**src/lcd_pkg.sv**
```systemverilog
package lcd_pkg;

	// configuration bits in the order of the 7-bit cfg input
	typedef struct packed {
		logic two_line;   // function set N
		logic font;       // function set F
		logic display_on; // display control D
		logic cursor_on;  // display control C
		logic blink;      // display control B
		logic increment;  // entry mode I/D
		logic shift;      // entry mode S
	} lcd_cfg_t;

	// one bus transfer
	typedef struct packed {
		logic       rs;
		logic       rw;
		logic [7:0] data;
	} lcd_xfer_t;

	typedef enum logic [1:0] {
		st_power_up,
		st_init,
		st_idle,
		st_write
	} lcd_state_e;

	typedef enum logic [1:0] {
		step_function,
		step_display,
		step_clear,
		step_entry
	} init_step_e;

	// order from the FSM to the bus driver
	typedef enum logic [1:0] {
		op_none,     // all lines low
		op_init_cmd, // command byte from step and cfg
		op_xfer,     // captured transfer
		op_hold      // keep lines as they are
	} drv_op_e;

	localparam int POWER_UP_US      = 500;
	localparam int CMD_PULSE_US     = 10;
	localparam int WAIT_FUNCTION_US = 50;
	localparam int WAIT_DISPLAY_US  = 50;
	localparam int WAIT_CLEAR_US    = 200; // clear needs the long wait
	localparam int WAIT_ENTRY_US    = 100;
	localparam int WRITE_SETUP_US   = 1;
	localparam int WRITE_HIGH_US    = 13;
	localparam int WRITE_TOTAL_US   = 50;

endpackage

```
**src/lcd_bus_drv.sv**
```systemverilog
module lcd_bus_drv import lcd_pkg::*; (
	input  logic       clk,
	input  logic       reset,
	input  lcd_cfg_t   cfg,
	input  lcd_xfer_t  xfer,
	input  drv_op_e    op,
	input  init_step_e step,
	input  logic       e_level,
	input  logic       load,
	output logic       e,
	output logic       rs,
	output logic       rw,
	output logic [7:0] lcd_data
);

	lcd_xfer_t  xfer_q; // transfer held for the whole write
	lcd_xfer_t  bus_q;  // registered rs, rw and data lines
	logic [7:0] cmd;

	always_comb begin
		case (step)
			step_function: cmd = {4'b0011, cfg.two_line, cfg.font, 2'b00};
			step_display:  cmd = {5'b00001, cfg.display_on, cfg.cursor_on, cfg.blink};
			step_clear:    cmd = 8'b0000_0001;
			default:       cmd = {6'b000001, cfg.increment, cfg.shift}; // entry mode set
		endcase
	end

	always_ff @(posedge clk) begin
		if (load)
			xfer_q <= xfer;
	end

	always_ff @(posedge clk) begin
		if (reset) begin
			e     <= 1'b0;
			bus_q <= '0;
		end else begin
			e <= e_level && (op != op_none);
			case (op)
				op_init_cmd: bus_q <= '{rs: 1'b0, rw: 1'b0, data: cmd};
				op_xfer:     bus_q <= xfer_q;
				op_hold:     bus_q <= bus_q; // lines stay put around the e pulse
				default:     bus_q <= '0;
			endcase
		end
	end

	assign rs       = bus_q.rs;
	assign rw       = bus_q.rw;
	assign lcd_data = bus_q.data;

endmodule

```
**src/lcd_ctrl_fsm.sv**
```systemverilog
module lcd_ctrl_fsm import lcd_pkg::*; (
	input  logic       clk,
	input  logic       reset,
	input  logic       lcd_enable,
	input  logic       done,
	output logic       start,
	output logic [9:0] duration_us,
	output drv_op_e    op,
	output init_step_e step,
	output logic       e_level,
	output logic       load,
	output logic       busy
);

	localparam logic [1:0] WR_SETUP = 2'd0;
	localparam logic [1:0] WR_HIGH  = 2'd1;
	localparam logic [1:0] WR_REST  = 2'd2;

	lcd_state_e state;
	logic       wait_ph;  // a wait is running rather than a pulse
	logic [1:0] wr_phase; // setup, high or rest of a write

	// wait after each init command
	function automatic logic [9:0] step_wait(input init_step_e s);
		case (s)
			step_function: return 10'(WAIT_FUNCTION_US);
			step_display:  return 10'(WAIT_DISPLAY_US);
			step_clear:    return 10'(WAIT_CLEAR_US);
			default:       return 10'(WAIT_ENTRY_US);
		endcase
	endfunction

	always_ff @(posedge clk) begin
		if (reset) begin
			state    <= st_power_up;
			step     <= step_function;
			wait_ph  <= 1'b0;
			wr_phase <= WR_SETUP;
		end else begin
			case (state)
				st_power_up: begin
					if (!wait_ph) begin
						wait_ph <= 1'b1; // power-up wait started
					end else if (done) begin
						state   <= st_init;
						step    <= step_function;
						wait_ph <= 1'b0;
					end
				end
				st_init: begin
					if (done) begin
						if (!wait_ph) begin
							wait_ph <= 1'b1; // pulse over and the step's wait begins
						end else if (step == step_entry) begin
							state   <= st_idle;
							wait_ph <= 1'b0;
						end else begin
							step    <= init_step_e'(step + 1'b1);
							wait_ph <= 1'b0;
						end
					end
				end
				st_idle: begin
					if (lcd_enable) begin
						state    <= st_write;
						wr_phase <= WR_SETUP;
					end
				end
				default: begin // st_write
					if (done) begin
						if (wr_phase == WR_REST)
							state <= st_idle;
						else
							wr_phase <= wr_phase + 1'b1;
					end
				end
			endcase
		end
	end

	// timer and bus driver orders follow the registered state
	always_comb begin
		start       = 1'b0;
		duration_us = '0;
		op          = op_none;
		e_level     = 1'b0;
		load        = 1'b0;
		case (state)
			st_power_up: begin
				if (!wait_ph) begin
					start       = 1'b1;
					duration_us = 10'(POWER_UP_US);
				end else if (done) begin
					start       = 1'b1; // first command pulse
					duration_us = 10'(CMD_PULSE_US);
				end
			end
			st_init: begin
				op      = wait_ph ? op_none : op_init_cmd;
				e_level = !wait_ph;
				if (done && !wait_ph) begin
					start       = 1'b1;
					duration_us = step_wait(step);
				end else if (done && step != step_entry) begin
					start       = 1'b1; // next command pulse
					duration_us = 10'(CMD_PULSE_US);
				end
			end
			st_idle: begin
				if (lcd_enable) begin // accepted transfer
					load        = 1'b1;
					start       = 1'b1;
					duration_us = 10'(WRITE_SETUP_US);
				end
			end
			default: begin
				op      = (wr_phase == WR_SETUP) ? op_xfer : op_hold;
				e_level = (wr_phase == WR_HIGH);
				if (done && wr_phase == WR_SETUP) begin
					start       = 1'b1;
					duration_us = 10'(WRITE_HIGH_US);
				end else if (done && wr_phase == WR_HIGH) begin
					start       = 1'b1;
					duration_us = 10'(WRITE_TOTAL_US - WRITE_SETUP_US - WRITE_HIGH_US);
				end
			end
		endcase
	end

	assign busy = (state != st_idle);

endmodule

```
**src/lcd_timer.sv**
```systemverilog
module lcd_timer #(
	parameter int CLK_PER_US = 2
) (
	input  logic       clk,
	input  logic       reset,
	input  logic       start,
	input  logic [9:0] duration_us,
	output logic       done
);

	localparam int PRE_W = (CLK_PER_US > 1) ? $clog2(CLK_PER_US) : 1;

	logic [PRE_W-1:0] pre_cnt;  // cycles within the current microsecond
	logic [9:0]       us_cnt;   // microseconds left
	logic             active;
	logic             tick;

	assign tick = (pre_cnt == PRE_W'(CLK_PER_US - 1));
	assign done = active && tick && (us_cnt == 10'd1); // last tick of the count

	always_ff @(posedge clk) begin
		if (reset) begin
			active  <= 1'b0;
			pre_cnt <= '0;
			us_cnt  <= '0;
		end else if (start) begin // restarts a running count too
			active  <= 1'b1;
			pre_cnt <= '0;
			us_cnt  <= duration_us;
		end else if (active) begin
			pre_cnt <= tick ? '0 : pre_cnt + 1'b1;
			if (tick) begin
				us_cnt <= us_cnt - 1'b1;
				if (us_cnt == 10'd1)
					active <= 1'b0; // back to idle after done
			end
		end
	end

endmodule

```
**src/lcd_top.sv**
```systemverilog
module lcd_top import lcd_pkg::*; #(
	parameter int CLK_PER_US = 2
) (
	input  logic       clk,
	input  logic       reset,
	input  lcd_cfg_t   cfg,
	input  logic       lcd_enable,
	input  lcd_xfer_t  xfer,
	output logic       e,
	output logic       rs,
	output logic       rw,
	output logic [7:0] lcd_data,
	output logic       busy
);

	logic       start;
	logic [9:0] duration_us;
	logic       done;
	drv_op_e    op;
	init_step_e step;
	logic       e_level;
	logic       load;

	lcd_ctrl_fsm ctrl_i (
		.clk         (clk),
		.reset       (reset),
		.lcd_enable  (lcd_enable),
		.done        (done),
		.start       (start),
		.duration_us (duration_us),
		.op          (op),
		.step        (step),
		.e_level     (e_level),
		.load        (load),
		.busy        (busy)
	);

	lcd_timer #(
		.CLK_PER_US (CLK_PER_US)
	) timer_i (
		.clk         (clk),
		.reset       (reset),
		.start       (start),
		.duration_us (duration_us),
		.done        (done)
	);

	lcd_bus_drv drv_i (
		.clk      (clk),
		.reset    (reset),
		.cfg      (cfg),
		.xfer     (xfer),
		.op       (op),
		.step     (step),
		.e_level  (e_level),
		.load     (load),
		.e        (e),
		.rs       (rs),
		.rw       (rw),
		.lcd_data (lcd_data)
	);

endmodule
```
**config.mk**
```make
export PLATFORM = sky130hd
export DESIGN_NAME = lcd_top
export DESIGN_NICKNAME = d
export VERILOG_FILES = /design/src/lcd_pkg.sv /design/src/lcd_bus_drv.sv /design/src/lcd_ctrl_fsm.sv /design/src/lcd_timer.sv /design/src/lcd_top.sv
export SDC_FILE = /design/constraint.sdc
export NUM_CORES = 1
export LEC_CHECK = 0
export CORE_ASPECT_RATIO = 1.5
export CORE_MARGIN = 8
export CORE_UTILIZATION = 40
export CTS_BUF_LIST = sky130_fd_sc_hd__clkbuf_4 sky130_fd_sc_hd__clkbuf_8 sky130_fd_sc_hd__clkbuf_16
export CTS_CLUSTER_SIZE = 30
export DETAILED_ROUTE_END_ITERATION = 10
export DONT_BUFFER_PORTS = 1
export PLACE_DENSITY_LB_ADDON = 0.25
export SLEW_MARGIN = 40
export SYNTH_ARGS = -nofsm -noshare
export SYNTH_HDL_FRONTEND = slang
export SYNTH_HIERARCHICAL = 1
export SYNTH_SLANG_ARGS = --single-unit
export TNS_END_PERCENT = 30
```
**constraint.sdc**
```tcl
create_clock -name clk -period 4.13 [get_ports clk]
set_input_delay 0.826 -clock clk [delete_from_list [all_inputs] [get_ports clk]]
set_output_delay 0.826 -clock clk [all_outputs]
set_load 0.01 [all_outputs]
```
==> results of run 1 <==
## stage by stage
step | hold WS [ns] | instances | utilization [%] | setup slack, ns | total power, mW
after detailed placement | 0.480 | 296 | 41.0 | 0.761 | 0.471
final | 0.489 | 304 | 43.0 | 0.738 | 0.783
after global placement | 0.466 | 296 | 40.9 | 0.909 | 0.470
after global routing | 0.516 | 304 | 43.0 | 0.333 | 0.815
after floorplan | 0.455 | 242 | - | 1.57 | 0.474
after CTS | 0.500 | 304 | 43.0 | 0.735 | 0.794
## critical path, stage by stage (launching register included)
cell,delay (ns)
dfxtp_1,0.36
or4_4,0.55
nor4_1,0.30
and2_1,0.49
nand2_1,0.20
o21ai_0,0.22
a22o_1,0.25
clkinv_1,0.41
o31a_1,0.24
a221oi_1,0.26
## worst max path at each step
stage | to | from | slack, ns
floorplan | timer_i/us_cnt[8]$_SDFFE_PP0P_ | timer_i/us_cnt[5]$_SDFFE_PP0P_ | 1.57
global placement | timer_i/us_cnt[3]$_SDFFE_PP0P_ | timer_i/us_cnt[5]$_SDFFE_PP0P_ | 0.91
detailed placement | timer_i/us_cnt[3]$_SDFFE_PP0P_ | timer_i/us_cnt[5]$_SDFFE_PP0P_ | 0.76
CTS | timer_i/us_cnt[3]$_SDFFE_PP0P_ | timer_i/us_cnt[5]$_SDFFE_PP0P_ | 0.73
global route | timer_i/us_cnt[3]$_SDFFE_PP0P_ | timer_i/us_cnt[5]$_SDFFE_PP0P_ | 0.33
finish | timer_i/us_cnt[3]$_SDFFE_PP0P_ | timer_i/us_cnt[5]$_SDFFE_PP0P_ | 0.74
## cells in the mapped netlist, drive strengths merged (2+ instances only)
| cell | n | share of area, % |
|---|---|---|
| dfxtp | 30 | 27 |
| nor2 | 19 | 3.2 |
| nand2 | 17 | 2.8 |
| a21oi | 16 | 3.5 |
| inv | 15 | 2.5 |
| ha | 14 | 7.7 |
| buf | 11 | 4.3 |
| edfxtp | 10 | 13 |
| nand2b | 8 | 2.2 |
| o21ai | 8 | 1.8 |
| a311oi | 7 | 2.7 |
| a22oi | 6 | 2.0 |
| o22ai | 6 | 1.7 |
| o31ai | 6 | 2.0 |
| or3 | 5 | 1.7 |
| or4 | 5 | 1.8 |
| a211oi | 4 | 1.5 |
| clkbuf | 4 | 0.66 |
| nand3 | 3 | 0.66 |
| nand4b | 3 | 1.2 |
| o211ai | 3 | 0.99 |
| or2 | 3 | 0.83 |
| a21o | 2 | 0.66 |
| a221oi | 2 | 1.1 |
| a311o | 2 | 0.88 |
| and2 | 2 | 0.55 |
| nand4 | 2 | 0.55 |
| nor2b | 2 | 0.66 |
| nor3b | 2 | 0.66 |
| o32ai | 2 | 0.77 |
| xnor2 | 2 | 0.77 |
## cell families (layout without fill, tap and decap cells)
kind of cell	Yosys count	after routing
compound gates	73	73
buf+inv	32	24
fa+ha+maj	14	14
mux	2	2
flops	40	40
xor+xnor	3	3
other cells	1	1
simple gates	77	77
## registers in the layout, summed over array words and instances (netlist names)
name and count:
drv_i/xfer_q 10, timer_i/us_cnt 10, drv_i/lcd_data 8, ctrl_i/state 2
ctrl_i/step 2, ctrl_i/wr_phase 2, ctrl_i/wait_ph 1, drv_i/e 1
drv_i/rs 1, drv_i/rw 1, timer_i/active 1, timer_i/pre_cnt 1
## layout make-up
cell class                      count  area (um2)
Clock buffer                        5        68.8
Tap cell                           70        87.6
Multi-Input combinational cell    170        1180
Fill cell                         533        3110
Clock inverter                      3        42.5
Inverter                           16        60.1
Sequential cell                    40         901
## routing by layer
metal  GRT usage [%]  share of wire (%)  vias up
li1                -                  -      875
met1            12.8                 42      796
met2            22.6                 51       35
met3            3.57                4.9        8
met4            5.15                2.0        0
met5               0                  0        -
## power by group through the flow
stage / Sequential (mW) / Combinational (mW) / Clock, mW
final: 0.420 / 0.0425 / 0.321
after floorplan: 0.423 / 0.0507 / 0
after CTS: 0.420 / 0.0427 / 0.332
after detailed placement: 0.429 / 0.0426 / 0
after global routing: 0.421 / 0.0489 / 0.345
after global placement: 0.429 / 0.0416 / 0
==> impl_metrics.py, run 1 <==
metrics = {
    "drt": {
        "dr.first_iter.drc_count": 102,
        "drtAntennaViolNets": 0,
        "dr.pass1.iters": 4,
        "routed_wl_um": 5130,
        "num_vias": 1714,
        "avgViaCountPerCell": 5.64,
        "wl_per_cell_um": 16.9,
        "drc": 0,
    },
    "clock_tree": {
        "cts_sinks": 40,
        "clkTransAtPathRegs_ns": 0.08,
        "post_cts.repair.setup_buffers": 0,
        "cts_resized": 0,
        "cts-hold-fix-buffers": 0,
        "cts-root-buf": "clkbuf_8",
        "cts_tree": "done",
        "cts_buffers": 5,
        "cts_buffer_depth": 2,
        "clk_latency_ns": 0.29,
        "ctsHtreeMaxLevel": 2,
    },
    "sta": {
        "finalHoldViolCount": 0,
        "max_slew_margin_pct": 52.7,
        "tns_ns": 0,
        "rsz0062_at_grt": "no",
        "max_freq_mhz": 295,
        "worst_pin_slew_ns": 0.709,
        "skew_ns": 0.00561,
        "final-setup-viol-count": 0,
        "finalMaxSlewViolations": 0,
        "finalCritPeriodShare_pct": 82.1,
        "finalCriticalPeriod_ns": 3.39,
    },
    "synthesis": {
        "synthesis.nets": 276,
        "seq_area_frac_synth_pct": 39.8,
        "yosys_warnings": 6,
        "avgSynthCellArea_um2": 9.35,
        "async_reset_ff_share_pct": 0,
        "synth_compound_area_share_pct": 23.0,
        "synth_edf_count": 10,
        "synth_top_family_by_area": "compound AO/OA/AOI/OAI gates",
        "synthAdderAreaFrac_pct": 7.74,
        "yosys.cell_types.count": 63,
        "synth_area_um2": 2260,
        "syn-instance-count": 242,
        "yosys.area_share.simple_pct": 19.2,
        "ys_seq_elements": 40,
        "synth_xor_area_share_pct": 1.16,
        "synth.area.mux_share_pct": 0.940,
        "ys.flop_type": "dfxtp_1",
    },
    "die": {
        "initial_utilization_pct": 41.5,
        "io_pins": 32,
        "placementRows": 33,
        "core_um2": 5450,
        "die_height_um": 108,
        "dieArea_um2": 8370,
        "die_x_um": 77.4,
    },
    "place": {
        "place_area_um2": 2230,
        "dpl.hpwl_um": 3700,
        "place.port_buffers": 0,
        "gp_congestion": 0.818,
    },
    "layout": {
        "diodes": 0,
        "fin_nets": 267,
        "area.growth.synth_to_final_pct": 3.54,
        "mostFrequentLayoutCells": "dfxtp_1, nor2_1, nand2_1",
        "stdcell_area_um2": 2340,
        "drive_gt1_share_pct": 8.55,
        "final_common_cell": "dfxtp_1",
    },
    "power": {
        "ir_worst_vdd_v": 0.000141,
        "p_seq_share_pct": 53.6,
        "switching_share_pct": 22.4,
        "powerDensity_nw_per_um2": 334,
        "p_leak_nw": 0.761,
        "netSwitchingPower_mw": 0.175,
        "p_comb_share_pct": 5.4,
        "intPower_mw": 0.608,
        "p_clk_share_pct": 40.9,
    },
    "outcome": {
        "status": "finished clean",
    },
    "global_route": {
        "grt_max_degree": 36,
        "overflow": 0,
        "grt_pass1_wl_um": 8510,
        "grt_pass1_vias": 1748,
        "grt_antenna_before_repair": 0,
        "grtUsageTotal_pct": 12.3,
    },
    "setup_path": {
        "r2r_slack_ns": 0.74,
        "r2r_cells": 9,
        "critPathCaptureType": "register",
        "rr_endpoint": "timer_i/us_cnt[3]$_SDFFE_PP0P_",
        "worstSetupPathType": "register to register",
        "worstReg2RegStart": "timer_i/us_cnt[5]$_SDFFE_PP0P_",
        "start_kind": "register",
        "crit_path_max_fanout": 18,
        "worstPathArrival_ns": 3.59,
        "required_ns": 4.33,
    },
    "hold_path": {
        "hp-start": "drv_i/xfer_q[7]$_DFFE_PP_",
        "min_to": "drv_i/lcd_data[7]$_SDFFE_PP0P_",
        "hold-path-cell-count": 2,
        "min-delay-path-class": "register to register",
    },
    "run": {
        "drv_cap": 0,
    },
}
Note: power is estimated with default switching activity, not from simulation.
==> run 2, diff against run 1 <==
==> constraint.sdc (replaced) <==
create_clock -name clk -period 2.8 [get_ports clk]
set_input_delay 0.56 -clock clk [delete_from_list [all_inputs] [get_ports clk]]
set_output_delay 0.56 -clock clk [all_outputs]
set_load 0.01 [all_outputs]
==> run 2 against run 1 <==
Compared with the run above:
- worst hold slack got worse by 0.16 ns
- clock power rose by 49%
- critical path type unchanged
- sequential power is 47% higher
- first-iteration DRC count fell by 21%
==> impl_metrics.py, run 2 (synthesis results as in run 1) <==
metrics = {
    "outcome": {
        "status": "finished clean",
    },
    "setup_path": {
        "crit_path_max_fanout": 13,
        "start_kind": "register",
        "path_common_cell": "buf_4",
        "critical_path_buf_inv_count": 3,
        "crit_chain": "or4_4 -> nor4_2 -> and2_4 -> buf_4 -> a21bo_2 -> a22o_1 -> clkinv_1 -> buf_4 -> a311oi_1",
        "r2r_cells": 9,
        "worstReg2RegStart": "timer_i/us_cnt[5]$_SDFFE_PP0P_",
        "worstPathArrival_ns": 2.72,
        "critical-path-max-stage-delay_ns": 0.56,
        "critPathCaptureType": "register",
        "crit_family": "simple AND/OR/NAND/NOR gates",
        "rr_endpoint": "timer_i/us_cnt[4]$_SDFFE_PP0P_",
        "required_ns": 2.99,
        "r2r_slack_ns": 0.27,
        "worstSetupPathType": "register to register",
        "cp_slowest_cell": "or4_4",
    },
    "clock_tree": {
        "cts_tree": "done",
        "ctsHtreeMaxLevel": 2,
        "cts_buffers": 5,
        "cts_sinks": 40,
        "cts_resized": 0,
        "post_cts.repair.setup_buffers": 0,
        "cts-root-buf": "clkbuf_8",
        "cts-hold-fix-buffers": 0,
        "clk_latency_ns": 0.29,
        "clkTransAtPathRegs_ns": 0.08,
        "cts_buffer_depth": 2,
    },
    "hold_path": {
        "min-delay-path-class": "primary input to register",
        "hp-start": "reset",
        "min_to": "drv_i/lcd_data[2]$_SDFFE_PP0P_",
        "hold-path-cell-count": 1,
    },
    "die": {
        "placementRows": 33,
        "initial_utilization_pct": 41.5,
        "die_height_um": 108,
        "dieArea_um2": 8370,
        "die_x_um": 77.4,
        "core_um2": 5450,
        "io_pins": 32,
    },
    "sta": {
        "rsz0062_at_grt": "no",
        "holdWs_ns": 0.329,
        "finalCritPeriodShare_pct": 90.4,
        "worst_pin_slew_ns": 0.539,
        "skew_ns": 0.0117,
        "max_freq_mhz": 395,
        "final-setup-viol-count": 0,
        "finalMaxSlewViolations": 0,
        "finalCriticalPeriod_ns": 2.53,
        "tns_ns": 0,
        "max_slew_margin_pct": 64.0,
        "finalHoldViolCount": 0,
    },
    "layout": {
        "fin_nets": 275,
        "mostFrequentLayoutCells": "dfxtp_1, nor2_1, nand2_1",
        "area.growth.synth_to_final_pct": 6.47,
        "fin_util_pct": 44.2,
        "stdcell_area_um2": 2410,
        "drive_gt1_share_pct": 12.0,
        "diodes": 0,
        "final_common_cell": "dfxtp_1",
    },
    "drt": {
        "dr.first_iter.drc_count": 81,
        "num_vias": 1757,
        "wl_per_cell_um": 16.1,
        "dr.pass1.iters": 4,
        "routed_wl_um": 5010,
        "drc": 0,
        "avgViaCountPerCell": 5.63,
        "drtAntennaViolNets": 0,
    },
    "power": {
        "power_mw": 1.16,
        "powerDensity_nw_per_um2": 483,
        "ir_worst_vdd_v": 0.000183,
        "p_leak_nw": 0.808,
    },
    "global_route": {
        "use_met2_pct": 22.2,
        "grt_pass1_vias": 1708,
        "overflow": 0,
        "top_usage_layer": "met2",
        "grt_antenna_before_repair": 0,
        "grt_max_degree": 36,
        "grt_pass1_wl_um": 8200,
        "grtUsageTotal_pct": 11.9,
        "grt_use_met3_pct": 3.24,
        "grt.met1_usage_pct": 12.4,
    },
    "place": {
        "gp_congestion": 0.801,
        "place.port_buffers": 0,
        "place_area_um2": 2290,
        "dpl.hpwl_um": 3640,
    },
    "run": {
        "drv_cap": 0,
    },
}
## run 2: worst register-to-register path: cells and delay by family, from the launching register on
kind,cells,cell delay [ns]
simple gates,3,1.05
buf+inv,3,0.54
compound gates,3,0.50
flops,1,0.35
## run 2: cell type report
cell class	instances	area, um2
timing repair buffer	8	60.1
tap	70	87.6
clock inverter	2	35.0
inverter	16	60.1
fill	558	3040
multi-input combinational	170	1190
sequential	40	901
clock buffer	6	76.3
## run 2: worst max-delay path by stage
stage / from / endpoint / cells after the start
4_1_cts: timer_i/us_cnt[5]$_SDFFE_PP0P_ / timer_i/us_cnt[5]$_SDFFE_PP0P_ / 9
6_report: timer_i/us_cnt[5]$_SDFFE_PP0P_ / timer_i/us_cnt[4]$_SDFFE_PP0P_ / 9
2_1_floorplan: timer_i/us_cnt[5]$_SDFFE_PP0P_ / timer_i/us_cnt[8]$_SDFFE_PP0P_ / 9
3_5_place_dp: timer_i/us_cnt[5]$_SDFFE_PP0P_ / timer_i/us_cnt[4]$_SDFFE_PP0P_ / 9
3_3_place_gp: timer_i/us_cnt[5]$_SDFFE_PP0P_ / timer_i/us_cnt[7]$_SDFFE_PP0P_ / 9
5_1_grt: timer_i/us_cnt[5]$_SDFFE_PP0P_ / timer_i/us_cnt[5]$_SDFFE_PP0P_ / 9
## run 2: layer usage
metal / up-vias / wire [um]
met5: - / 0
met1: 832 / 2050
met4: 0 / 51
met3: 5 / 238
met2: 36 / 2670
li1: 884 / -
## run 2: through the flow
step	setup slack, ns	cells
finish	0.270	312
global route	0.00483	312
CTS	0.165	312
detailed placement	0.201	304
global placement	0.282	304
floorplan	0.241	242
## run 2: report_power, final
part / internal (mW) / total [mW] / leakage [nW] / switching (mW)
combinational: 0.0331 / 0.0677 / 0.415 / 0.0346
sequential: 0.604 / 0.618 / 0.335 / 0.0148
clock: 0.274 / 0.479 / 0.0586 / 0.204
